File: config.mk
export PLATFORM = sky130hd
export DESIGN_NAME = dcache_lookup_flat
export DESIGN_NICKNAME = d
export VERILOG_FILES = /design/src/rtl/dcache_pkg.sv /design/src/rtl/dcache_ifs.sv /design/src/rtl/dcache_lookup.sv /design/src/flat_wrapper.sv
export VERILOG_INCLUDE_DIRS = /design/src /design/src/rtl
export SDC_FILE = /design/constraint.sdc
export NUM_CORES = 2
export LEC_CHECK = 0
export BUFFER_PORTS_ARGS = -buffer_cell sky130_fd_sc_hd__buf_2
export CORE_MARGIN = 2
export CORE_UTILIZATION = 52
export CTS_CLUSTER_SIZE = 28
export DETAILED_ROUTE_END_ITERATION = 8
export PLACE_DENSITY_LB_ADDON = 0.05
export SYNTH_ARGS = -nofsm -noshare
export SYNTH_HDL_FRONTEND = slang
export SYNTH_MEMORY_MAX_BITS = 65536
export SYNTH_SLANG_ARGS = --single-unit
File: constraint.sdc
create_clock -name clk -period 14.5 [get_ports clk]
set_input_delay 0.725 -clock clk [delete_from_list [all_inputs] [get_ports clk]]
set_output_delay 0.725 -clock clk [all_outputs]
set_load 0.005 [all_outputs]
File: src/rtl/dcache_macros.svh
`ifndef DCACHE_MACROS_SVH
`define DCACHE_MACROS_SVH

// Address and data word widths in bits
`define DCACHE_ADDR_W 32
`define DCACHE_WORD_W 32

// Words per line and burst length on the bus
`define DCACHE_LINE_WORDS 4

// Number of sets per way
`define DCACHE_SETS 16

// Associativity
`define DCACHE_WAYS 2

`endif

File: src/rtl/dcache_pkg.sv
`default_nettype none

`include "dcache_macros.svh"

package dcache_pkg;

    // Address field widths derived from the geometry
    localparam int BYTE_BITS   = $clog2(`DCACHE_WORD_W / 8);
    localparam int OFFSET_BITS = $clog2(`DCACHE_LINE_WORDS);
    localparam int INDEX_BITS  = $clog2(`DCACHE_SETS);
    localparam int TAG_BITS    = `DCACHE_ADDR_W - INDEX_BITS - OFFSET_BITS - BYTE_BITS;

    typedef logic [`DCACHE_WORD_W-1:0]     word_t;
    typedef logic [`DCACHE_WORD_W/8-1:0]   be_t;
    typedef logic [`DCACHE_ADDR_W-1:0]     addr_t;
    typedef logic [INDEX_BITS-1:0]         index_t;
    typedef logic [TAG_BITS-1:0]           tag_t;
    typedef logic [OFFSET_BITS-1:0]        offset_t;
    typedef logic [$clog2(`DCACHE_WAYS)-1:0] way_t;
    typedef word_t [`DCACHE_LINE_WORDS-1:0] line_t;

    typedef struct packed {
        logic valid;
        logic dirty;
        tag_t tag;
    } tag_entry_t;

    typedef enum logic [1:0] {
        OP_NONE,
        OP_READ,
        OP_WRITE
    } req_op_t;

    typedef enum logic [2:0] {
        MS_IDLE,
        MS_WB_ADDR,
        MS_WB_DATA,
        MS_WB_RESP,
        MS_RF_ADDR,
        MS_RF_DATA,
        MS_FILL
    } miss_state_t;

    function automatic index_t addr_index(input addr_t a);
        return a[BYTE_BITS+OFFSET_BITS +: INDEX_BITS];
    endfunction

    function automatic tag_t addr_tag(input addr_t a);
        return a[`DCACHE_ADDR_W-1 -: TAG_BITS];
    endfunction

    function automatic offset_t addr_offset(input addr_t a);
        return a[BYTE_BITS +: OFFSET_BITS];
    endfunction

    // Line-aligned byte address from tag and set
    function automatic addr_t line_addr(input tag_t t, input index_t i);
        return {t, i, {(OFFSET_BITS + BYTE_BITS){1'b0}}};
    endfunction

endpackage

`default_nettype wire

File: src/rtl/dcache_ifs.sv
`timescale 1ns/1ps
`default_nettype none

`include "dcache_macros.svh"

// Held request plus the tag/data read of its set
interface lookup_if;
    import dcache_pkg::*;

    req_op_t op;
    addr_t   addr;
    word_t   wdata;
    be_t     be;

    logic hit;
    way_t hit_way;

    tag_entry_t [`DCACHE_WAYS-1:0] ways_tag;
    line_t      [`DCACHE_WAYS-1:0] ways_line;

    modport owner (
        output op, addr, wdata, be, hit, hit_way, ways_tag, ways_line
    );

    modport user (
        input op, addr, wdata, be, hit, hit_way, ways_tag, ways_line
    );
endinterface

// Single write port into the tag and data arrays
interface array_wr_if;
    import dcache_pkg::*;

    logic       we;
    way_t       way;
    index_t     index;
    tag_entry_t entry;
    line_t      line;

    modport writer (output we, way, index, entry, line);
    modport array  (input  we, way, index, entry, line);
endinterface

`default_nettype wire

File: src/rtl/dcache_lookup.sv
`timescale 1ns/1ps
`default_nettype none

`include "dcache_macros.svh"

module dcache_lookup (
    input  logic                  clk,
    input  logic                  rst,
    input  logic                  read,
    input  logic                  write,
    input  dcache_pkg::addr_t     address,
    input  dcache_pkg::word_t     wrdata,
    input  dcache_pkg::be_t       byteenable,
    input  logic                  advance,
    lookup_if.owner               lk,
    array_wr_if.array             wr
);
    import dcache_pkg::*;

    tag_entry_t tag_mem  [`DCACHE_WAYS][`DCACHE_SETS];
    line_t      line_mem [`DCACHE_WAYS][`DCACHE_SETS];

    // Valid bits kept apart so only they need clearing
    logic [`DCACHE_WAYS-1:0][`DCACHE_SETS-1:0] valid_q;

    req_op_t                 req_op;
    index_t                  idx;
    tag_t                    req_tag;
    logic [`DCACHE_WAYS-1:0] hit_vec;

    // Write wins if both strobes are up
    always_comb begin
        if (write) begin
            req_op = OP_WRITE;
        end else if (read) begin
            req_op = OP_READ;
        end else begin
            req_op = OP_NONE;
        end
    end

    always_ff @(posedge clk) begin
        if (rst) begin
            lk.op <= OP_NONE;
        end else if (advance) begin
            lk.op <= req_op;
        end
    end

    always_ff @(posedge clk) begin
        if (advance) begin
            lk.addr  <= address;
            lk.wdata <= wrdata;
            lk.be    <= byteenable;
        end
    end

    assign idx     = addr_index(lk.addr);
    assign req_tag = addr_tag(lk.addr);

    // Asynchronous read of the held set sees this cycle's array state
    always_comb begin
        for (int w = 0; w < `DCACHE_WAYS; w++) begin
            lk.ways_tag[w]       = tag_mem[w][idx];
            lk.ways_tag[w].valid = valid_q[w][idx];
            lk.ways_line[w]      = line_mem[w][idx];
            hit_vec[w]           = valid_q[w][idx] && (tag_mem[w][idx].tag == req_tag);
        end
    end

    always_comb begin
        lk.hit_way = '0;
        for (int w = 0; w < `DCACHE_WAYS; w++) begin
            if (hit_vec[w]) begin
                lk.hit_way = way_t'(w);
            end
        end
    end

    assign lk.hit = (lk.op != OP_NONE) && (|hit_vec);

    always_ff @(posedge clk) begin
        if (wr.we) begin
            tag_mem[wr.way][wr.index]  <= wr.entry;
            line_mem[wr.way][wr.index] <= wr.line;
        end
    end

    always_ff @(posedge clk) begin
        if (rst) begin
            valid_q <= '0;
        end else if (wr.we) begin
            valid_q[wr.way][wr.index] <= wr.entry.valid;
        end
    end

    // Refill must never duplicate a line already present in another way
    a_hit_onehot: assert property (@(posedge clk) disable iff (rst) $onehot0(hit_vec))
        else $error("more than one way hits at set %0d", idx);

endmodule

`default_nettype wire

File: src/flat_wrapper.sv
// flat-port wrapper written by rule: the top's interface ports become plain ports
module dcache_lookup_flat import dcache_pkg::*;
  (clk, rst, read, write, address, wrdata, byteenable, advance, lk_op, lk_addr, lk_wdata, lk_be, lk_hit, lk_hit_way, lk_ways_tag, lk_ways_line, wr_we, wr_way, wr_index, wr_entry, wr_line);
  lookup_if lk_i ();
  array_wr_if wr_i ();
  input  logic clk;
  input  logic rst;
  input  logic read;
  input  logic write;
  input  dcache_pkg::addr_t address;
  input  dcache_pkg::word_t wrdata;
  input  dcache_pkg::be_t byteenable;
  input  logic advance;
  output wire logic [$bits(lk_i.op)-1:0] lk_op;
  output wire logic [$bits(lk_i.addr)-1:0] lk_addr;
  output wire logic [$bits(lk_i.wdata)-1:0] lk_wdata;
  output wire logic [$bits(lk_i.be)-1:0] lk_be;
  output wire logic [$bits(lk_i.hit)-1:0] lk_hit;
  output wire logic [$bits(lk_i.hit_way)-1:0] lk_hit_way;
  output wire logic [$bits(lk_i.ways_tag)-1:0] lk_ways_tag;
  output wire logic [$bits(lk_i.ways_line)-1:0] lk_ways_line;
  input wire logic [$bits(wr_i.we)-1:0] wr_we;
  input wire logic [$bits(wr_i.way)-1:0] wr_way;
  input wire logic [$bits(wr_i.index)-1:0] wr_index;
  input wire logic [$bits(wr_i.entry)-1:0] wr_entry;
  input wire logic [$bits(wr_i.line)-1:0] wr_line;
  assign lk_op = lk_i.op;
  assign lk_addr = lk_i.addr;
  assign lk_wdata = lk_i.wdata;
  assign lk_be = lk_i.be;
  assign lk_hit = lk_i.hit;
  assign lk_hit_way = lk_i.hit_way;
  assign lk_ways_tag = lk_i.ways_tag;
  assign lk_ways_line = lk_i.ways_line;
  assign wr_i.we = wr_we;
  assign wr_i.way = wr_way;
  assign wr_i.index = wr_index;
  assign wr_i.entry = wr_entry;
  assign wr_i.line = wr_line;
  dcache_lookup u_core (.clk(clk), .rst(rst), .read(read), .write(write), .address(address), .wrdata(wrdata), .byteenable(byteenable), .advance(advance), .lk(lk_i), .wr(wr_i));
endmodule
==> qor.yml <==
status: "finished, final reports clean"
post-route-period-util: 0.517
setup_tns_ns: 0
die_x_um: 607
cts_buffers: 535
critical_path.most_common_cell: "buf_4"
rsz0062_at_grt: "false"
syn2layout_area_growth_pct: 14.1
grt.busiest_layer: "met2"
root_buffer: "clkbuf_16"
r2r-start: "u_core.lk.op[1]"
drv_cap: 0
grt_max_degree: 151
final-setup-viol-count: 0
stdcell_count: 14000
grt.total_usage: 0.282
r2r-end: "u_core.lk.op[1]"
ys_types: 65
wl_mm: 523
slew_headroom: 0.155
powerDensity_nw_per_um2: 145
grt_pass1_vias: 91700
syn_nets: 7982
grtUsageMet1: 0.414
skew_ns: 0
core_area_um2: 362000
place.gp.congestion: 0.808
worst_pin_slew_ns: 1.26
synth_area_leaders: "edfxtp_1 79%, mux4_2 17%, nand2_1 0.56%"
drc: 0
synth_area_per_cell_um2: 24.4
final-seq-area_um2: 150000
reg2regPathDepth: 2
startpoint_type: "register"
min_from: "advance"
synth-async-reset-ratio: 0
setup.worst_path.end: "lk_ways_line[126]"
critPathMaxFanout: 100
layout-drive-gt1-share: 0.325
grt_first_pass_wirelength_mm: 725
synthFlopType: "edfxtp_1"
initial_core_util: 0.523
cts_sinks: 4998
path_class: "register to primary output"
drv_slew: 0
num-fill-cells: 25600
drt-initial-drc-count: 11600
insertion_delay_ns: 1.04
ys_seq_area_frac: 0.791
io_pins: 613
endpoint_kind: "primary output"
worstPathCellList: "buf_12, buf_4, buf_4, buf_4, buf_4, mux4_2, mux4_2, buf_2"
cp.required_ns: 13.78
grtUsageMet2: 0.452
mostFrequentLayoutCell: "edfxtp_1"
min_path_cells: 1
fin_crit_ns: 7.49
cp-startpoint: "u_core.lk.addr[5]"
yosys.area.top_type: "edfxtp_1"
reg2reg_setup_slack_ns: 13.48
clock.fmax_ghz: 0.133
peakVddDrop_mv: 0.121
nNetsFinal: 8995
cts_max_path_buffers: 4
placed_area_um2: 199000
htree_levels: 6
drtAntennaViolNets: 0
leakagePower_uw: 0.0685
num_rows: 221
grt_overflow: 0
cp_data_arrival_time_ns: 6.77
synth_edf_count: 4964
synth_cells: 7749
synth_top_cell_area_share: 0.788
wire_per_inst_um: 37.4
hold_ws_ns: 0.0927
vias_per_cell: 6.47
hpwlAfterDp_mm: 265
antenna_found_initial: 84
die-area_um2: 369000
final_area_um2: 216000
slowest_delay_ns: 0.90
dp.cells: 12900
yosys_register_bits: 4998
chipHeight_um: 607
use_met3: 0.0450
netlist_area_um2: 189000
clkSlewWorstSetupHoldPaths_ns: 0.06
finalPower_uw: 31400
postCtsResizedCells: 0
drtPass1Iterations: 5
num_vias: 90500
hold_viol: 0
portBuffers: 612
final_cell_mix: "4964 x edfxtp_1, 1411 x mux4_2, 611 x buf_2"
cts_tree: "done"
holdCritPathClass: "input port to register"
crit_path_top_delay_cell: "buf_4"
multi_input_area_um2: 37700
yosys_warnings: 0
-- per-stage QoR --
| stage | utilization | worst slack, ns |
|---|---|---|
| floorplan | - | 1.69 |
| global placement | 0.548 | 7.99 |
| detailed placement | 0.548 | 7.97 |
| CTS | 0.596 | 6.83 |
| global route | 0.596 | 6.52 |
| finish | 0.596 | 7.01 |
-- worst min path at each step --
| stage | end | slack, ns |
|---|---|---|
| 2_1_floorplan | u_core.valid_q[30] | 0.45 |
| 3_3_place_gp | u_core.valid_q[27] | 0.46 |
| 3_5_place_dp | u_core.valid_q[15] | 0.47 |
| 4_1_cts | u_core.lk.addr[7] | 0.02 |
| 5_1_grt | u_core.lk.addr[31] | 0.07 |
| 6_report | u_core.lk.addr[31] | 0.09 |
-- power breakdown --
part	internal, µW	leakage [µW]	switching [µW]
Combinational	883	0.0153	1280
Sequential	16100	0.0450	59.7
Clock	7640	0.00815	5470
-- synth_stat cells, types with 4 or more instances --
library cell  count
a22oi_1          31
dfxtp_1          34
a221oi_1         15
a221o_1           4
nand2b_1          9
mux2_2           19
edfxtp_1       4964
nand3_1          15
nor2_1           74
a21oi_1          55
mux2i_1         104
nand3b_1          6
and2_1            5
clkbuf_1        211
o22ai_1          11
nand4_1           6
xor2_1           13
a31oi_1          45
nor2b_1           8
buf_2           124
inv_1            16
nor3_1           15
nand2_1         282
buf_1            24
xnor2_1          30
buf_6            15
nor4_1            5
o32ai_1           4
and3_1           49
mux4_2         1411
mux4_1           12
buf_4            27
o21ai_0          52
-- logic make-up (layout without fill, tap and decap cells) --
kind of cell	count (synthesis)	after routing	synth area share
AO/OA/AOI/OAI	253	253	0.00871
XOR/XNOR	43	43	0.00199
buffers and inverters	424	1844	0.0107
flip-flops	4998	4998	0.791
multiplexers	1546	1546	0.176
other	0	30	0
AND/OR/NAND/NOR	485	485	0.0112
-- timing repair --
item / 4_1_cts / 5_1_grt
hold endpoints to repair: 70 / 0
endpoints found under the setup margin: 0 / 0
buffers inserted: 0 / 0
hold buffers: 71 / 0
-- sequential cells by signal (all words and copies together) (netlist names) --
name             flops
u_core.line_mem   4096
u_core.tag_mem     800
u_core.lk.addr      32
u_core.lk.wdata     32
u_core.valid_q      32
u_core.lk.be         4
u_core.lk.op         2
-- per-layer routing --
layer | vias up | share of wire
met5 | - | 0.00047
met2 | 4121 | 0.49
met4 | 38 | 0.023
met1 | 50100 | 0.41
li1 | 35500 | -
met3 | 692 | 0.074
-- critical path: cells and delay by family (launching register included) --
kind | cells | cell delay, ns
buffers and inverters | 6 | 4.09
muxes | 2 | 1.05
DFF | 1 | 0.37
-- layout make-up --
| cell class | count | area share |
|---|---|---|
| diodes | 30 | 0.000348 |
| well taps | 4794 | 0.0278 |
| clock inverters | 265 | 0.0105 |
| repair buffers | 882 | 0.0263 |
| flip-flops and latches | 4998 | 0.693 |
| clock buffers | 679 | 0.0668 |
| multi-input cells | 2327 | 0.175 |
| inverters | 18 | 0.000382 |
No activity file was read; power rests on OpenSTA's default activity.
