File: config.mk
export PLATFORM = sky130hd
export DESIGN_NAME = dcache_miss_ctrl_flat
export DESIGN_NICKNAME = d
export VERILOG_FILES = /design/src/rtl/dcache_pkg.sv /design/src/rtl/dcache_ifs.sv /design/src/rtl/dcache_miss_ctrl.sv /design/src/flat_wrapper.sv
export VERILOG_INCLUDE_DIRS = /design/src /design/src/rtl
export SDC_FILE = /design/constraint.sdc
export NUM_CORES = 1
export LEC_CHECK = 0
export BUFFER_PORTS_ARGS = -buffer_cell sky130_fd_sc_hd__buf_2
export CAP_MARGIN = 20
export CORE_AREA = 2 2 253 255
export DETAILED_ROUTE_END_ITERATION = 12
export DIE_AREA = 0 0 255 257
export PLACE_DENSITY = 0.44
export SYNTH_ARGS = -nofsm -noshare
export SYNTH_HDL_FRONTEND = slang
export SYNTH_SLANG_ARGS = --single-unit
File: constraint.sdc
create_clock -name clk -period 2.8 [get_ports clk]
set_input_delay 0.56 -clock clk [delete_from_list [all_inputs] [get_ports clk]]
set_output_delay 0.56 -clock clk [all_outputs]
set_load 0.01 [all_outputs]
File: src/rtl/dcache_macros.svh
`ifndef DCACHE_MACROS_SVH
`define DCACHE_MACROS_SVH

// Address and data word widths in bits
`define DCACHE_ADDR_W 32
`define DCACHE_WORD_W 32

// Words per line and burst length on the bus
`define DCACHE_LINE_WORDS 4

// Number of sets per way
`define DCACHE_SETS 16

// Associativity
`define DCACHE_WAYS 2

`endif

File: src/rtl/dcache_pkg.sv
`default_nettype none

`include "dcache_macros.svh"

package dcache_pkg;

    // Address field widths derived from the geometry
    localparam int BYTE_BITS   = $clog2(`DCACHE_WORD_W / 8);
    localparam int OFFSET_BITS = $clog2(`DCACHE_LINE_WORDS);
    localparam int INDEX_BITS  = $clog2(`DCACHE_SETS);
    localparam int TAG_BITS    = `DCACHE_ADDR_W - INDEX_BITS - OFFSET_BITS - BYTE_BITS;

    typedef logic [`DCACHE_WORD_W-1:0]     word_t;
    typedef logic [`DCACHE_WORD_W/8-1:0]   be_t;
    typedef logic [`DCACHE_ADDR_W-1:0]     addr_t;
    typedef logic [INDEX_BITS-1:0]         index_t;
    typedef logic [TAG_BITS-1:0]           tag_t;
    typedef logic [OFFSET_BITS-1:0]        offset_t;
    typedef logic [$clog2(`DCACHE_WAYS)-1:0] way_t;
    typedef word_t [`DCACHE_LINE_WORDS-1:0] line_t;

    typedef struct packed {
        logic valid;
        logic dirty;
        tag_t tag;
    } tag_entry_t;

    typedef enum logic [1:0] {
        OP_NONE,
        OP_READ,
        OP_WRITE
    } req_op_t;

    typedef enum logic [2:0] {
        MS_IDLE,
        MS_WB_ADDR,
        MS_WB_DATA,
        MS_WB_RESP,
        MS_RF_ADDR,
        MS_RF_DATA,
        MS_FILL
    } miss_state_t;

    function automatic index_t addr_index(input addr_t a);
        return a[BYTE_BITS+OFFSET_BITS +: INDEX_BITS];
    endfunction

    function automatic tag_t addr_tag(input addr_t a);
        return a[`DCACHE_ADDR_W-1 -: TAG_BITS];
    endfunction

    function automatic offset_t addr_offset(input addr_t a);
        return a[BYTE_BITS +: OFFSET_BITS];
    endfunction

    // Line-aligned byte address from tag and set
    function automatic addr_t line_addr(input tag_t t, input index_t i);
        return {t, i, {(OFFSET_BITS + BYTE_BITS){1'b0}}};
    endfunction

endpackage

`default_nettype wire

File: src/rtl/dcache_ifs.sv
`timescale 1ns/1ps
`default_nettype none

`include "dcache_macros.svh"

// Held request plus the tag/data read of its set
interface lookup_if;
    import dcache_pkg::*;

    req_op_t op;
    addr_t   addr;
    word_t   wdata;
    be_t     be;

    logic hit;
    way_t hit_way;

    tag_entry_t [`DCACHE_WAYS-1:0] ways_tag;
    line_t      [`DCACHE_WAYS-1:0] ways_line;

    modport owner (
        output op, addr, wdata, be, hit, hit_way, ways_tag, ways_line
    );

    modport user (
        input op, addr, wdata, be, hit, hit_way, ways_tag, ways_line
    );
endinterface


`default_nettype wire

File: src/rtl/dcache_miss_ctrl.sv
`timescale 1ns/1ps
`default_nettype none

module dcache_miss_ctrl (
    input  logic                clk,
    input  logic                rst,
    input  logic                advance,
    lookup_if.user              lk,
    output logic                fill_valid,
    output dcache_pkg::way_t    fill_way,
    output dcache_pkg::line_t   fill_line,
    output logic                aw_valid,
    input  logic                aw_ready,
    output dcache_pkg::addr_t   aw_addr,
    output logic                w_valid,
    input  logic                w_ready,
    output dcache_pkg::word_t   w_data,
    output logic                w_last,
    input  logic                b_valid,
    output logic                b_ready,
    output logic                ar_valid,
    input  logic                ar_ready,
    output dcache_pkg::addr_t   ar_addr,
    input  logic                r_valid,
    output logic                r_ready,
    input  dcache_pkg::word_t   r_data,
    input  logic                r_last
);
    import dcache_pkg::*;

    miss_state_t state_q;
    miss_state_t state_d;

    logic [7:0] lfsr_q;
    logic       lfsr_fb;
    way_t       victim;
    logic       victim_dirty;
    logic       miss;
    logic       start;

    offset_t beat_q;
    logic    last_beat;

    way_t  victim_q;
    addr_t wb_addr_q;
    line_t wb_line_q;
    line_t rf_line_q;

    assign miss  = (lk.op != OP_NONE) && !lk.hit;
    assign start = (state_q == MS_IDLE) && miss;

    // Taps 8,6,5,4 give a maximal length sequence
    assign lfsr_fb = lfsr_q[7] ^ lfsr_q[5] ^ lfsr_q[4] ^ lfsr_q[3];
    assign victim  = lfsr_q[$bits(way_t)-1:0];
    assign victim_dirty = lk.ways_tag[victim].valid && lk.ways_tag[victim].dirty;

    // Line length is a power of two
    assign last_beat = &beat_q;

    always_comb begin
        state_d = state_q;
        case (state_q)
            MS_IDLE: begin
                if (miss) begin
                    state_d = victim_dirty ? MS_WB_ADDR : MS_RF_ADDR;
                end
            end
            MS_WB_ADDR: begin
                if (aw_ready) begin
                    state_d = MS_WB_DATA;
                end
            end
            MS_WB_DATA: begin
                if (w_ready && last_beat) begin
                    state_d = MS_WB_RESP;
                end
            end
            MS_WB_RESP: begin
                if (b_valid) begin
                    state_d = MS_RF_ADDR;
                end
            end
            MS_RF_ADDR: begin
                if (ar_ready) begin
                    state_d = MS_RF_DATA;
                end
            end
            MS_RF_DATA: begin
                if (r_valid && r_last) begin
                    state_d = MS_FILL;
                end
            end
            MS_FILL: begin
                if (advance) begin
                    state_d = MS_IDLE;
                end
            end
            default: state_d = MS_IDLE;
        endcase
    end

    always_ff @(posedge clk) begin
        if (rst) begin
            state_q <= MS_IDLE;
            lfsr_q  <= 8'h01;
            beat_q  <= '0;
        end else begin
            state_q <= state_d;
            if (start) begin
                lfsr_q <= {lfsr_q[6:0], lfsr_fb};
            end
            if ((aw_valid && aw_ready) || (ar_valid && ar_ready)) begin
                beat_q <= '0;
            end else if ((w_valid && w_ready) || (r_valid && r_ready)) begin
                beat_q <= beat_q + offset_t'(1);
            end
        end
    end

    // Victim captured at the miss since the set stays untouched until the fill
    always_ff @(posedge clk) begin
        if (start) begin
            victim_q  <= victim;
            wb_addr_q <= line_addr(lk.ways_tag[victim].tag, addr_index(lk.addr));
            wb_line_q <= lk.ways_line[victim];
        end
        if (r_valid && r_ready) begin
            rf_line_q[beat_q] <= r_data;
        end
    end

    assign aw_valid = (state_q == MS_WB_ADDR);
    assign aw_addr  = wb_addr_q;
    assign w_valid  = (state_q == MS_WB_DATA);
    assign w_data   = wb_line_q[beat_q];
    assign w_last   = w_valid && last_beat;
    assign b_ready  = 1'b1;

    assign ar_valid = (state_q == MS_RF_ADDR);
    assign ar_addr  = line_addr(addr_tag(lk.addr), addr_index(lk.addr));
    assign r_ready  = (state_q == MS_RF_DATA);

    assign fill_valid = (state_q == MS_FILL);
    assign fill_way   = victim_q;
    assign fill_line  = rf_line_q;

    // Refill request holds its address until the slave takes it
    a_ar_stable: assert property (@(posedge clk) disable iff (rst)
        (ar_valid && !ar_ready) |=> (ar_valid && $stable(ar_addr)))
        else $error("ar_addr changed while waiting for ar_ready");

    // Slave must end the refill burst exactly on the last beat
    a_rlast_beat: assert property (@(posedge clk) disable iff (rst)
        (r_valid && r_ready) |-> (r_last == last_beat))
        else $error("r_last on beat %0d", beat_q);

endmodule

`default_nettype wire

File: src/flat_wrapper.sv
// flat-port wrapper written by rule: the top's interface ports become plain ports
module dcache_miss_ctrl_flat import dcache_pkg::*;
  (clk, rst, advance, fill_valid, fill_way, fill_line, aw_valid, aw_ready, aw_addr, w_valid, w_ready, w_data, w_last, b_valid, b_ready, ar_valid, ar_ready, ar_addr, r_valid, r_ready, r_data, r_last, lk_op, lk_addr, lk_wdata, lk_be, lk_hit, lk_hit_way, lk_ways_tag, lk_ways_line);
  lookup_if lk_i ();
  input  logic clk;
  input  logic rst;
  input  logic advance;
  output logic fill_valid;
  output dcache_pkg::way_t fill_way;
  output dcache_pkg::line_t fill_line;
  output logic aw_valid;
  input  logic aw_ready;
  output dcache_pkg::addr_t aw_addr;
  output logic w_valid;
  input  logic w_ready;
  output dcache_pkg::word_t w_data;
  output logic w_last;
  input  logic b_valid;
  output logic b_ready;
  output logic ar_valid;
  input  logic ar_ready;
  output dcache_pkg::addr_t ar_addr;
  input  logic r_valid;
  output logic r_ready;
  input  dcache_pkg::word_t r_data;
  input  logic r_last;
  input wire logic [$bits(lk_i.op)-1:0] lk_op;
  input wire logic [$bits(lk_i.addr)-1:0] lk_addr;
  input wire logic [$bits(lk_i.wdata)-1:0] lk_wdata;
  input wire logic [$bits(lk_i.be)-1:0] lk_be;
  input wire logic [$bits(lk_i.hit)-1:0] lk_hit;
  input wire logic [$bits(lk_i.hit_way)-1:0] lk_hit_way;
  input wire logic [$bits(lk_i.ways_tag)-1:0] lk_ways_tag;
  input wire logic [$bits(lk_i.ways_line)-1:0] lk_ways_line;
  assign lk_i.op = lk_op;
  assign lk_i.addr = lk_addr;
  assign lk_i.wdata = lk_wdata;
  assign lk_i.be = lk_be;
  assign lk_i.hit = lk_hit;
  assign lk_i.hit_way = lk_hit_way;
  assign lk_i.ways_tag = lk_ways_tag;
  assign lk_i.ways_line = lk_ways_line;
  dcache_miss_ctrl u_core (.clk(clk), .rst(rst), .advance(advance), .lk(lk_i), .fill_valid(fill_valid), .fill_way(fill_way), .fill_line(fill_line), .aw_valid(aw_valid), .aw_ready(aw_ready), .aw_addr(aw_addr), .w_valid(w_valid), .w_ready(w_ready), .w_data(w_data), .w_last(w_last), .b_valid(b_valid), .b_ready(b_ready), .ar_valid(ar_valid), .ar_ready(ar_ready), .ar_addr(ar_addr), .r_valid(r_valid), .r_ready(r_ready), .r_data(r_data), .r_last(r_last));
endmodule
==> qor.csv <==
stage,metric,value,unit
global_route,largest net degree at the start of global routing,50,
power_and_ir_drop,P_leak,6.60,nW
power_and_ir_drop,Pwr Density,764,mW/mm²
place,post-place setup slack,0.671,ns
synthesis,"Top FF cell, synth",edfxtp_1,
setup_path,CP max stage delay,0.61,ns
place,Placer Congestion,0.842,
cells_and_area,share of layout cells above drive strength 1,68.6,%
synthesis,synthesized area per cell,19.6,µm²
timing,actual slew at the worst max-slew pin,0.686,ns
timing,Slew Limit Fails,0,
floorplan,DIE HEIGHT,257,µm
timing,f_max,0.395,GHz
power_and_ir_drop,Pwr Total,0.0129,W
clocking,number of buffers created by CTS,35,
global_route,GRT overflow,0,
place,HPWL after DPL,27600,µm
cells_and_area,fin cells,2045,
synthesis,"top cells by count, synth","285 x edfxtp_1, 152 x mux2_2, 41 x buf_4",
timing,fin crit share,90.5,%
power_and_ir_drop,maximum VDD drop,0.311,mV
global_route,number of global-route vias before repair,8075,
setup_path,CP max stage cell,mux4_2,
setup_path,worst r2r dst,u_core.fill_line[113],
synthesis,Post-Syn Area,0.0122,mm²
timing,Final WS setup,0.267,ns
flow_run,MaxCap Viol Count,0,
timing,final setup vio count,0,
setup_path,critical-path cell list,buf_4 > mux4_2 > buf_2,
synthesis,Post-Syn Instances,623,
routing,DR WL/cell,17.6,µm
clocking,"Hold-fix buffers, CTS",0,
setup_path,worst reg-to-reg setup slack,0.84,ns
floorplan,initial cell density of the core,19.5,%
cells_and_area,area growth from synthesis to layout,38.8,%
hold_path,Hold Path Stages,1,
synthesis,sequential area share after synthesis,72.2,%
global_route,initial antenna violation count,3,
clocking,Clock Latency Late Sink,0.53,ns
synthesis,number of synthesized flops with an enable pin,285,
floorplan,total die area,0.0655,mm²
synthesis,library cells used by synthesis,38,
place,placed cell count,1987,
cells_and_area,# nets final,1603,
hold_path,worst hold endpoint,u_core.aw_addr[6],
setup_path,CP max FO,11,
clocking,clock sink count,298,
floorplan,IO Pins,653,
setup_path,RR Startpoint,u_core.state_q[0],
synthesis,share of the synthesized area in the top cell type,70.1,%
setup_path,R2R cell count,3,
synthesis,fraction of registers with async set/reset,0,%
clocking,clock slew at reported path FFs,0.06,ns
synthesis,most numerous cell in the Yosys netlist,edfxtp_1,
timing,Slew HR,54.2,%
hold_path,worst hold start,lk_addr[6],
cells_and_area,ANT cells,0,
routing,Initial DRT Pass Iterations,4,
timing,Final Hold Vio Count,0,
routing,vias after detailed routing,7583,
setup_path,CP required,2.24,ns
global_route,first-pass GRT wire length,50300,µm
routing,via density per instance,3.71,
routing,final antenna-violating net count,0,
synthesis,Ys Warns,0,
floorplan,Die W,255,µm
setup_path,CP Buf/Inv Count,2,
hold_path,worst hold path class,input pin to flop,
setup_path,Worst EP arrival,1.97,ns
floorplan,row count,92,
synthesis,largest area contributor in the netlist,edfxtp_1,
synthesis,post-synthesis register bit count,298,
timing,post-route minimum period,2.53,ns
synthesis,Area contributors post-synth,"edfxtp_1 70%, mux2_2 14%, mux4_2 5.9%",
setup_path,startpoint types,flop,
clocking,TritonCTS clock tree,built,
place,PortBufs,554,
clocking,Clock Path Buffers,3,
setup_path,"CP delay by family, top",multiplexers,
routing,initial DRC count,258,
clocking,post-CTS sizing,0,
floorplan,Core Footprint,0.0627,mm²
global_route,All-Layer GR Usage,10.5,%
setup_path,Setup CP Type,flop to primary output,
timing,RSZ-0062 raised after global routing,no,
clocking,H-tree depth,2,
routing,DRC,0,
routing,WL final,35900,µm
run_status,status,"finished, final reports clean",
clocking,clock root cell,clkbuf_16,
setup_path,Critical Path Sink Type,primary output,
cells_and_area,fill cell count,6477,
clocking,Post-CTS Setup Inserts,0,
timing,setup total negative slack,0,ns
timing,Setup Skew,0.0184,ns
==> cells by family (layout without fill, tap and decap cells) <==
| logic type | Yosys count | count (layout) | synth area share, % |
|---|---|---|---|
| AND/OR/NAND/NOR | 34 | 34 | 1.58 |
| XOR/XNOR | 4 | 4 | 0.287 |
| other | 2 | 9 | 0.0615 |
| flip-flops | 298 | 298 | 72.2 |
| multiplexers | 195 | 195 | 20.9 |
| AO/OA/AOI/OAI | 13 | 13 | 0.861 |
| buffers and inverters | 73 | 642 | 3.73 |
| adder cells (fa/ha/maj) | 4 | 4 | 0.410 |
==> worst max-delay path by stage <==
| stage | start | endpoint | slack [ns] | cells past startpoint |
|---|---|---|---|---|
| 2_1_floorplan | lk_hit | u_core.lfsr_q[0] | 0.22 | 5 |
| 5_1_grt | u_core.beat_q[0] | w_data[3] | 0.14 | 3 |
| 3_5_place_dp | lk_hit | u_core.lfsr_q[0] | 0.67 | 7 |
| 6_report | u_core.beat_q[0] | w_data[3] | 0.27 | 3 |
| 3_3_place_gp | lk_hit | u_core.lfsr_q[0] | 0.64 | 7 |
| 4_1_cts | u_core.beat_q[0] | w_data[3] | 0.14 | 3 |
==> registers in the layout, indices dropped and copies added (netlist names) <==
register,count
u_core.fill_way,1
u_core.beat_q,2
u_core.fill_line,128
u_core.wb_line_q,128
u_core.lfsr_q,8
u_core.aw_addr,28
u_core.state_q,3
==> per-stage QoR <==
step	area, µm²	hold WS [ns]	util [%]
finish	16900	0.227	27.0
detailed placement	15900	0.502	25.4
floorplan	12200	0.431	-
global route	16900	0.191	27.0
CTS	16900	0.178	27.0
global placement	15900	0.481	25.4
==> per-layer routing <==
| layer | global-route usage, % | vias up | part of all wire [%] |
|---|---|---|---|
| met3 | 3.52 | 48 | 9.7 |
| met1 | 11.3 | 3587 | 38 |
| met5 | 0 | - | 0.033 |
| met2 | 19.1 | 421 | 50 |
| met4 | 3.51 | 2 | 2.1 |
| li1 | - | 3525 | - |
==> layout make-up <==
type,count,area (µm²),area share (%)
Sequential cell,298,8830,52.1
Timing Repair Buffer,579,3040,17.9
Multi-Input combinational cell,259,2980,17.6
Tap cell,846,1060,6.25
Clock buffer,42,902,5.32
Clock inverter,16,128,0.753
Inverter,5,18.8,0.111
==> cells in the final DEF, fill, tap and decap left out, types with 9 or more instances in the layout <==
cell,netlist,layout
mux2_2,152,152
mux4_2,32,32
mux2i_1,10,10
edfxtp_1,285,285
clkbuf_16,0,35
dfxtp_1,13,10
buf_4,41,19
nor2_1,11,11
buf_2,22,554
conb_1,2,9
==> report_power, final <==
part	internal [W]	leakage, nW	switching, W
Sequential	0.00578	2.73	0.000305
Clock	0.00239	0.503	0.00174
Combinational	0.00134	3.37	0.00139
Total	0.00951	6.60	0.00344
Power figures use the tool's default switching activity.
