===== config.mk =====
export PLATFORM = sky130hd
export DESIGN_NAME = dcache_update_flat
export DESIGN_NICKNAME = d
export VERILOG_FILES = /design/src/rtl/dcache_pkg.sv /design/src/rtl/dcache_ifs.sv /design/src/rtl/dcache_update.sv /design/src/flat_wrapper.sv
export VERILOG_INCLUDE_DIRS = /design/src /design/src/rtl
export SDC_FILE = /design/constraint.sdc
export NUM_CORES = 1
export LEC_CHECK = 0
export BUFFER_PORTS_ARGS = -buffer_cell sky130_fd_sc_hd__buf_2
export CAP_MARGIN = 20
export CORE_AREA = 3 3 274 276
export CTS_BUF_LIST = sky130_fd_sc_hd__clkbuf_2
export DETAILED_ROUTE_END_ITERATION = 10
export DIE_AREA = 0 0 277 279
export PLACE_DENSITY = 0.34
export SLEW_MARGIN = 20
export SYNTH_ARGS = -nofsm -noshare
export SYNTH_HDL_FRONTEND = slang
export SYNTH_SLANG_ARGS = --single-unit

===== constraint.sdc =====
create_clock -name clk -period 5.2 [get_ports clk]
set_input_delay 0.52 -clock clk [delete_from_list [all_inputs] [get_ports clk]]
set_output_delay 0.52 -clock clk [all_outputs]
set_load 0.01 [all_outputs]

===== src/rtl/dcache_macros.svh =====
`ifndef DCACHE_MACROS_SVH
`define DCACHE_MACROS_SVH

// Address and data word widths in bits
`define DCACHE_ADDR_W 32
`define DCACHE_WORD_W 32

// Words per line and burst length on the bus
`define DCACHE_LINE_WORDS 4

// Number of sets per way
`define DCACHE_SETS 16

// Associativity
`define DCACHE_WAYS 2

`endif


===== src/rtl/dcache_pkg.sv =====
`default_nettype none

`include "dcache_macros.svh"

package dcache_pkg;

    // Address field widths derived from the geometry
    localparam int BYTE_BITS   = $clog2(`DCACHE_WORD_W / 8);
    localparam int OFFSET_BITS = $clog2(`DCACHE_LINE_WORDS);
    localparam int INDEX_BITS  = $clog2(`DCACHE_SETS);
    localparam int TAG_BITS    = `DCACHE_ADDR_W - INDEX_BITS - OFFSET_BITS - BYTE_BITS;

    typedef logic [`DCACHE_WORD_W-1:0]     word_t;
    typedef logic [`DCACHE_WORD_W/8-1:0]   be_t;
    typedef logic [`DCACHE_ADDR_W-1:0]     addr_t;
    typedef logic [INDEX_BITS-1:0]         index_t;
    typedef logic [TAG_BITS-1:0]           tag_t;
    typedef logic [OFFSET_BITS-1:0]        offset_t;
    typedef logic [$clog2(`DCACHE_WAYS)-1:0] way_t;
    typedef word_t [`DCACHE_LINE_WORDS-1:0] line_t;

    typedef struct packed {
        logic valid;
        logic dirty;
        tag_t tag;
    } tag_entry_t;

    typedef enum logic [1:0] {
        OP_NONE,
        OP_READ,
        OP_WRITE
    } req_op_t;

    typedef enum logic [2:0] {
        MS_IDLE,
        MS_WB_ADDR,
        MS_WB_DATA,
        MS_WB_RESP,
        MS_RF_ADDR,
        MS_RF_DATA,
        MS_FILL
    } miss_state_t;

    function automatic index_t addr_index(input addr_t a);
        return a[BYTE_BITS+OFFSET_BITS +: INDEX_BITS];
    endfunction

    function automatic tag_t addr_tag(input addr_t a);
        return a[`DCACHE_ADDR_W-1 -: TAG_BITS];
    endfunction

    function automatic offset_t addr_offset(input addr_t a);
        return a[BYTE_BITS +: OFFSET_BITS];
    endfunction

    // Line-aligned byte address from tag and set
    function automatic addr_t line_addr(input tag_t t, input index_t i);
        return {t, i, {(OFFSET_BITS + BYTE_BITS){1'b0}}};
    endfunction

endpackage

`default_nettype wire


===== src/rtl/dcache_ifs.sv =====
`timescale 1ns/1ps
`default_nettype none

`include "dcache_macros.svh"

// Held request plus the tag/data read of its set
interface lookup_if;
    import dcache_pkg::*;

    req_op_t op;
    addr_t   addr;
    word_t   wdata;
    be_t     be;

    logic hit;
    way_t hit_way;

    tag_entry_t [`DCACHE_WAYS-1:0] ways_tag;
    line_t      [`DCACHE_WAYS-1:0] ways_line;

    modport owner (
        output op, addr, wdata, be, hit, hit_way, ways_tag, ways_line
    );

    modport user (
        input op, addr, wdata, be, hit, hit_way, ways_tag, ways_line
    );
endinterface

// Single write port into the tag and data arrays
interface array_wr_if;
    import dcache_pkg::*;

    logic       we;
    way_t       way;
    index_t     index;
    tag_entry_t entry;
    line_t      line;

    modport writer (output we, way, index, entry, line);
    modport array  (input  we, way, index, entry, line);
endinterface

`default_nettype wire


===== src/rtl/dcache_update.sv =====
`timescale 1ns/1ps
`default_nettype none

module dcache_update (
    input  logic                clk,
    input  logic                rst,
    input  logic                fill_valid,
    input  dcache_pkg::way_t    fill_way,
    input  dcache_pkg::line_t   fill_line,
    lookup_if.user              lk,
    array_wr_if.writer          wr,
    output logic                advance,
    output logic                stall,
    output logic                resp_valid,
    output dcache_pkg::word_t   rddata
);
    import dcache_pkg::*;

    line_t   src_line;
    line_t   new_line;
    offset_t off;
    word_t   old_word;
    word_t   merged_word;
    logic    is_write;
    logic    has_req;

    assign has_req  = (lk.op != OP_NONE);
    assign is_write = (lk.op == OP_WRITE);
    assign off      = addr_offset(lk.addr);

    // Hit way on a hit, otherwise the freshly collected refill line
    assign src_line = lk.hit ? lk.ways_line[lk.hit_way] : fill_line;
    assign old_word = src_line[off];

    always_comb begin
        for (int b = 0; b < $bits(be_t); b++) begin
            merged_word[8*b +: 8] = lk.be[b] ? lk.wdata[8*b +: 8] : old_word[8*b +: 8];
        end
    end

    always_comb begin
        new_line = src_line;
        if (is_write) begin
            new_line[off] = merged_word;
        end
    end

    assign stall   = has_req && !lk.hit && !fill_valid;
    assign advance = !stall;

    // Write hits dirty the line; fills are dirty only for a store miss
    assign wr.we    = (is_write && lk.hit) || fill_valid;
    assign wr.way   = lk.hit ? lk.hit_way : fill_way;
    assign wr.index = addr_index(lk.addr);
    assign wr.entry = '{valid: 1'b1, dirty: is_write, tag: addr_tag(lk.addr)};
    assign wr.line  = new_line;

    always_ff @(posedge clk) begin
        if (rst) begin
            resp_valid <= 1'b0;
        end else begin
            resp_valid <= advance && has_req;
        end
    end

    always_ff @(posedge clk) begin
        if (advance && (lk.op == OP_READ)) begin
            rddata <= old_word;
        end
    end

    // A refill is only started for a request that missed
    a_no_fill_on_hit: assert property (@(posedge clk) disable iff (rst)
        fill_valid |-> !lk.hit)
        else $error("fill_valid while the held request hits");

endmodule

`default_nettype wire


===== src/flat_wrapper.sv =====
// flat-port wrapper written by rule: the top's interface ports become plain ports
module dcache_update_flat import dcache_pkg::*;
  (clk, rst, fill_valid, fill_way, fill_line, advance, stall, resp_valid, rddata, lk_op, lk_addr, lk_wdata, lk_be, lk_hit, lk_hit_way, lk_ways_tag, lk_ways_line, wr_we, wr_way, wr_index, wr_entry, wr_line);
  lookup_if lk_i ();
  array_wr_if wr_i ();
  input  logic clk;
  input  logic rst;
  input  logic fill_valid;
  input  dcache_pkg::way_t fill_way;
  input  dcache_pkg::line_t fill_line;
  output logic advance;
  output logic stall;
  output logic resp_valid;
  output dcache_pkg::word_t rddata;
  input wire logic [$bits(lk_i.op)-1:0] lk_op;
  input wire logic [$bits(lk_i.addr)-1:0] lk_addr;
  input wire logic [$bits(lk_i.wdata)-1:0] lk_wdata;
  input wire logic [$bits(lk_i.be)-1:0] lk_be;
  input wire logic [$bits(lk_i.hit)-1:0] lk_hit;
  input wire logic [$bits(lk_i.hit_way)-1:0] lk_hit_way;
  input wire logic [$bits(lk_i.ways_tag)-1:0] lk_ways_tag;
  input wire logic [$bits(lk_i.ways_line)-1:0] lk_ways_line;
  output wire logic [$bits(wr_i.we)-1:0] wr_we;
  output wire logic [$bits(wr_i.way)-1:0] wr_way;
  output wire logic [$bits(wr_i.index)-1:0] wr_index;
  output wire logic [$bits(wr_i.entry)-1:0] wr_entry;
  output wire logic [$bits(wr_i.line)-1:0] wr_line;
  assign lk_i.op = lk_op;
  assign lk_i.addr = lk_addr;
  assign lk_i.wdata = lk_wdata;
  assign lk_i.be = lk_be;
  assign lk_i.hit = lk_hit;
  assign lk_i.hit_way = lk_hit_way;
  assign lk_i.ways_tag = lk_ways_tag;
  assign lk_i.ways_line = lk_ways_line;
  assign wr_we = wr_i.we;
  assign wr_way = wr_i.way;
  assign wr_index = wr_i.index;
  assign wr_entry = wr_i.entry;
  assign wr_line = wr_i.line;
  dcache_update u_core (.clk(clk), .rst(rst), .fill_valid(fill_valid), .fill_way(fill_way), .fill_line(fill_line), .lk(lk_i), .wr(wr_i), .advance(advance), .stall(stall), .resp_valid(resp_valid), .rddata(rddata));
endmodule

==> flow_metrics.py, run 1 <==
metrics = {
    "clocking": {
        "cts_root_buffer": "clkbuf_2",
        "clk_path_buf_depth": 2,
        "htreeDepth": 2,
        "cts_tree": "done",
        "numCtsBuffers": 5,
        "cts.sinks": 33,
        "cts.clk_slew.worst_paths_ns": 0.26,
    },
    "die": {
        "dieArea_um2": 77280,
        "die_y_um": 279,
        "coreArea_um2": 72830,
        "num_io_pins": 707,
        "fp.dieW_um": 277,
        "initial_utilization_pct": 8.713,
        "row_count": 99,
    },
    "yosys": {
        "synth_ff_type": "edfxtp_1",
        "synth_edf_count": 32,
        "synthTopCellsByArea": "mux2i_1, edfxtp_1, mux2_2",
        "yosysWarnings": 0,
        "synth_top_area_share_pct": 20.19,
        "ys_types": 25,
        "synth-seq-cells": 33,
        "syn_area_per_cell_um2": 9.040,
        "syn_area_um2": 6346,
        "async_flop_share_pct": 0,
        "yosysTopAreaCell": "mux2i_1",
        "synth_cells": 702,
        "syn-num-nets": 1214,
        "ys_seq_area_share_pct": 15.46,
    },
    "finish": {
        "fill_cells": 8387,
        "finalNetCount": 1732,
        "stdcell_area_um2": 10120,
        "regArea_um2": 980.9,
        "final_cell_mix": "buf_2, nor2_1, mux2i_1, a21oi_1, mux2_2",
        "multiInputGateArea_um2": 4770,
        "post_route_cells_drive_above_1_share_pct": 59.46,
        "final_common_cell": "buf_2",
        "area_growth_pct": 59.50,
    },
    "placed_design": {
        "place_area_um2": 10060,
        "dp_hpwl_um": 34440,
        "io_buffers": 595,
        "gp_congestion": 0.8658,
    },
    "hold_path": {
        "hold_class": "in2reg",
    },
    "routing": {
        "drc": 0,
        "wirelength_um": 42260,
        "dr.first_iter.drc_count": 217,
        "antenna_left": 0,
        "viasPerCell": 3.497,
        "dr_total_vias": 7645,
        "first_pass_iters": 5,
        "wl_per_cell_um": 19.33,
    },
    "sta": {
        "worst-slew-pin-transition_ns": 0.8816,
        "fin_crit_sh_pct": 65.20,
        "drv_slew": 0,
        "relSlewSlack_pct": 41.23,
        "rsz0062_at_grt": "no",
        "period_needed_ns": 3.390,
        "tns_ns": 0,
        "setup_viol": 0,
        "finalHoldViolations": 0,
        "whs_ns": 0.2580,
        "fmax_ghz": 0.2949,
    },
    "worst_setup_path": {
        "arrival_ns": 2.87,
        "cp-end-kind": "output pin",
        "worstSetupStartpointType": "primary input",
        "critPathMaxFanout": 39,
        "required_ns": 4.68,
        "criticalPathCategory": "in2out",
    },
    "grt": {
        "grt_antenna_before_repair": 7,
        "grt_pass1_vias": 8176,
        "grt_max_degree": 115,
        "gr-usage-all-layers_pct": 10.34,
        "grt_pass1_wl_um": 57510,
        "grt-ovfl-total": 0,
    },
    "power": {
        "power_density_nw_per_um2": 134.3,
        "ir_drop_mv": 0.08909,
        "p_leak_nw": 4.696,
    },
    "run": {
        "maxCapViolations": 0,
    },
    "status": {
        "status": "completed",
    },
}
## critical path, cell delays in order
cell and delay (ns):
buf_4 0.66, nor2b_1 0.45, nand2_1 0.56, mux2_2 0.49, buf_2 0.15
## sequential cells by signal, summed over array words and instances, names as in the netlist
register	flops
u_core.resp_valid	1
u_core.rddata	32
## synth_stat cells, types with 8 or more instances
| master | instances |
|---|---|
| mux4_2 | 32 |
| mux2i_1 | 128 |
| clkbuf_1 | 22 |
| mux2_1 | 50 |
| buf_6 | 14 |
| buf_2 | 23 |
| edfxtp_1 | 32 |
| buf_4 | 31 |
| nor2_1 | 131 |
| a21oi_1 | 128 |
| nand2_1 | 8 |
| mux2_2 | 79 |
## layer usage
metal  global-route usage, %  routed length [µm]
met4                   3.960                1626
met1                   11.61               16700
met2                   18.79               21080
met3                   2.542                2843
met5                       0                  14
## metrics by stage
stage          utilization, %  setup slack (ns)  cells  total power, mW
2_1_floorplan               -             1.250    702           0.7843
3_3_place_gp            13.81             1.716   2171            1.186
3_5_place_dp            13.81             1.637   2171            1.186
4_1_cts                 13.88             1.633   2180            1.423
5_1_grt                 13.88             1.607   2182            1.485
6_report                13.90             1.810   2186            1.360
## final timing paths
| kind | start | to | cells after the start |
|---|---|---|---|
| worst max-delay path | lk_addr[3] | wr_line[92] | 5 |
| worst min-delay path | fill_valid | u_core.resp_valid | 3 |
## logic make-up (layout without fill, tap and decap cells)
logic type / count (synthesis) / count (layout) / share of synthesized area [%]
buffers and inverters: 93 / 612 / 9.463
AND/OR/NAND/NOR: 156 / 156 / 10.29
AO/OA/AOI/OAI: 130 / 130 / 10.29
other: 1 / 7 / 0.05909
flip-flops: 33 / 33 / 15.46
multiplexers: 289 / 289 / 54.44
## report_power, final
group / total [mW] / leakage [nW] / switching (mW) / internal, mW
clock: 0.195 / 0.0333 / 0.156 / 0.0390
combinational: 0.837 / 4.35 / 0.439 / 0.399
sequential: 0.327 / 0.312 / 0.00585 / 0.321
total: 1.36 / 4.70 / 0.600 / 0.759
## cell type report
class                      count  area share, %
multi-input combinational    576          47.12
timing repair buffer         603          30.75
tap                          959          11.85
sequential                    33          9.691
clock buffer                   8         0.3956
antenna                        6         0.1483
inverter                       1        0.03708
## repair_timing
| item | 4_1_cts | 5_1_grt |
|---|---|---|
| setup endpoints to repair | 0 | 0 |
| resized for setup | 0 | 0 |
| buffers inserted | 0 | 0 |
| endpoints found under the hold margin | 1 | 0 |
| hold buffers | 1 | 0 |
(Power assumes the default switching activity.)
==> run 2, diff against run 1 <==
==> constraint.sdc (replaced) <==
create_clock -name clk -period 3.2 [get_ports clk]
set_input_delay 0.32 -clock clk [delete_from_list [all_inputs] [get_ports clk]]
set_output_delay 0.32 -clock clk [all_outputs]
set_load 0.01 [all_outputs]
==> flow_metrics.py, run 2 (synthesis results as in run 1) <==
metrics = {
    "grt": {
        "grt-ovfl-total": 0,
        "use_met2_pct": 18.68,
        "grt_pass1_vias": 8378,
        "gr-usage-all-layers_pct": 10.70,
        "grt_antenna_before_repair": 11,
        "grt_use_met3_pct": 2.542,
        "use_met1_pct": 12.15,
        "grt_pass1_wl_um": 59170,
        "busiest_layer": "met2",
        "grt_max_degree": 68,
    },
    "clocking": {
        "cts_resized": 0,
        "numCtsBuffers": 5,
        "cts.clk_slew.worst_paths_ns": 0.29,
        "clk_path_buf_depth": 2,
        "cts_tree": "done",
        "cts.sinks": 33,
        "cts_root_buffer": "clkbuf_2",
        "htreeDepth": 2,
    },
    "routing": {
        "viasPerCell": 3.509,
        "dr.first_iter.drc_count": 198,
        "drc": 0,
        "wirelength_um": 43900,
        "first_pass_iters": 4,
        "wl_per_cell_um": 19.79,
        "antenna_left": 0,
        "dr_total_vias": 7782,
    },
    "sta": {
        "worst-slew-pin-transition_ns": 0.7181,
        "layout_setup_ws_ns": 0.6627,
        "fin_crit_sh_pct": 79.29,
        "rsz0062_at_grt": "no",
        "relSlewSlack_pct": 52.01,
        "finalHoldViolations": 0,
        "setup_viol": 0,
        "tns_ns": 0,
        "fmax_ghz": 0.3941,
        "drv_slew": 0,
        "period_needed_ns": 2.537,
    },
    "hold_path": {
        "hold_class": "in2reg",
    },
    "die": {
        "initial_utilization_pct": 8.713,
        "num_io_pins": 707,
        "die_y_um": 279,
        "row_count": 99,
        "dieArea_um2": 77280,
        "coreArea_um2": 72830,
        "fp.dieW_um": 277,
    },
    "finish": {
        "area_growth_pct": 64.35,
        "final_cell_mix": "buf_2, nor2_1, mux2i_1, a21oi_1, mux2_2",
        "fill_cells": 8420,
        "stdcell_area_um2": 10430,
        "final_common_cell": "buf_2",
        "post_route_cells_drive_above_1_share_pct": 60.42,
        "largest_register_ffs": 32,
        "top_regs": "u_core.rddata: 32 flops, u_core.resp_valid: 1 flops",
        "instances_no_fill": 2218,
        "finalNetCount": 1764,
        "top_register": "u_core.rddata",
    },
    "worst_setup_path": {
        "arrival_ns": 2.22,
        "critPathMaxFanout": 23,
        "required_ns": 2.88,
        "criticalPathCategory": "in2out",
        "cp-end-kind": "output pin",
        "worstSetupStartpointType": "primary input",
    },
    "power": {
        "power_mw": 2.325,
        "power_density_nw_per_um2": 222.9,
        "p_leak_nw": 4.872,
        "ir_drop_mv": 0.1141,
    },
    "placed_design": {
        "place_area_um2": 10340,
        "pre_cts_ws_ns": 0.5056,
        "dp_hpwl_um": 36540,
        "placedCellCount": 2203,
        "gp_congestion": 0.8709,
        "io_buffers": 595,
    },
    "run": {
        "maxCapViolations": 0,
    },
    "status": {
        "status": "completed",
    },
}
run 2: cell types whose count changed in the layout (fill, tap and decap cells not counted), sizes merged:
cell,delta
clkinv,+1
buf,+32
bufinv,+1
clkbuf,-2
run 2: timing repair:
item | in CTS | in global routing
endpoints found under the hold margin | 1 | 0
hold buffers | 1 | 0
setup buffers | 0 | 0
run 2: stage by stage:
stage                     utilization, %  hold WS [ns]
after floorplan                        -        0.3993
after global placement             14.20        0.5305
after detailed placement           14.20        0.5231
after global routing               14.31       0.09737
after CTS                          14.30       0.03210
final                              14.32        0.1971
run 2: final timing paths:
kind / startpoint / cells past startpoint / endpoint
worst max-delay path: lk_addr[3] / 5 / wr_line[86]
worst min-delay path: lk_op[1] / 4 / u_core.resp_valid
run 2: report_power, final:
group | internal [mW] | switching, mW
combinational | 0.673 | 0.738
sequential | 0.522 | 0.00874
clock | 0.132 | 0.250
total | 1.33 | 0.997
run 2: per-layer routing:
metal	up-vias	share of wire, %
met5	-	0.077
met1	3585	39
met2	417	49
li1	3676	-
met3	98	6.7
met4	6	4.7
run 2: cell type report:
| cell class | count | area, µm² | share of cell area, % |
|---|---|---|---|
| sequential | 33 | 980.9 | 9.405 |
| tap | 959 | 1200 | 11.50 |
| timing repair buffer | 635 | 3391 | 32.51 |
| antenna | 6 | 15.01 | 0.1440 |
| clock inverter | 2 | 33.78 | 0.3239 |
| clock buffer | 6 | 30.03 | 0.2879 |
| inverter | 1 | 3.754 | 0.03599 |
| multi-input combinational | 576 | 4776 | 45.79 |
run 2: critical path: stages:
cell,delay (ns)
buf_4,0.39
nor2b_1,0.42
nand2_1,0.48
mux2_2,0.45
buf_2,0.14
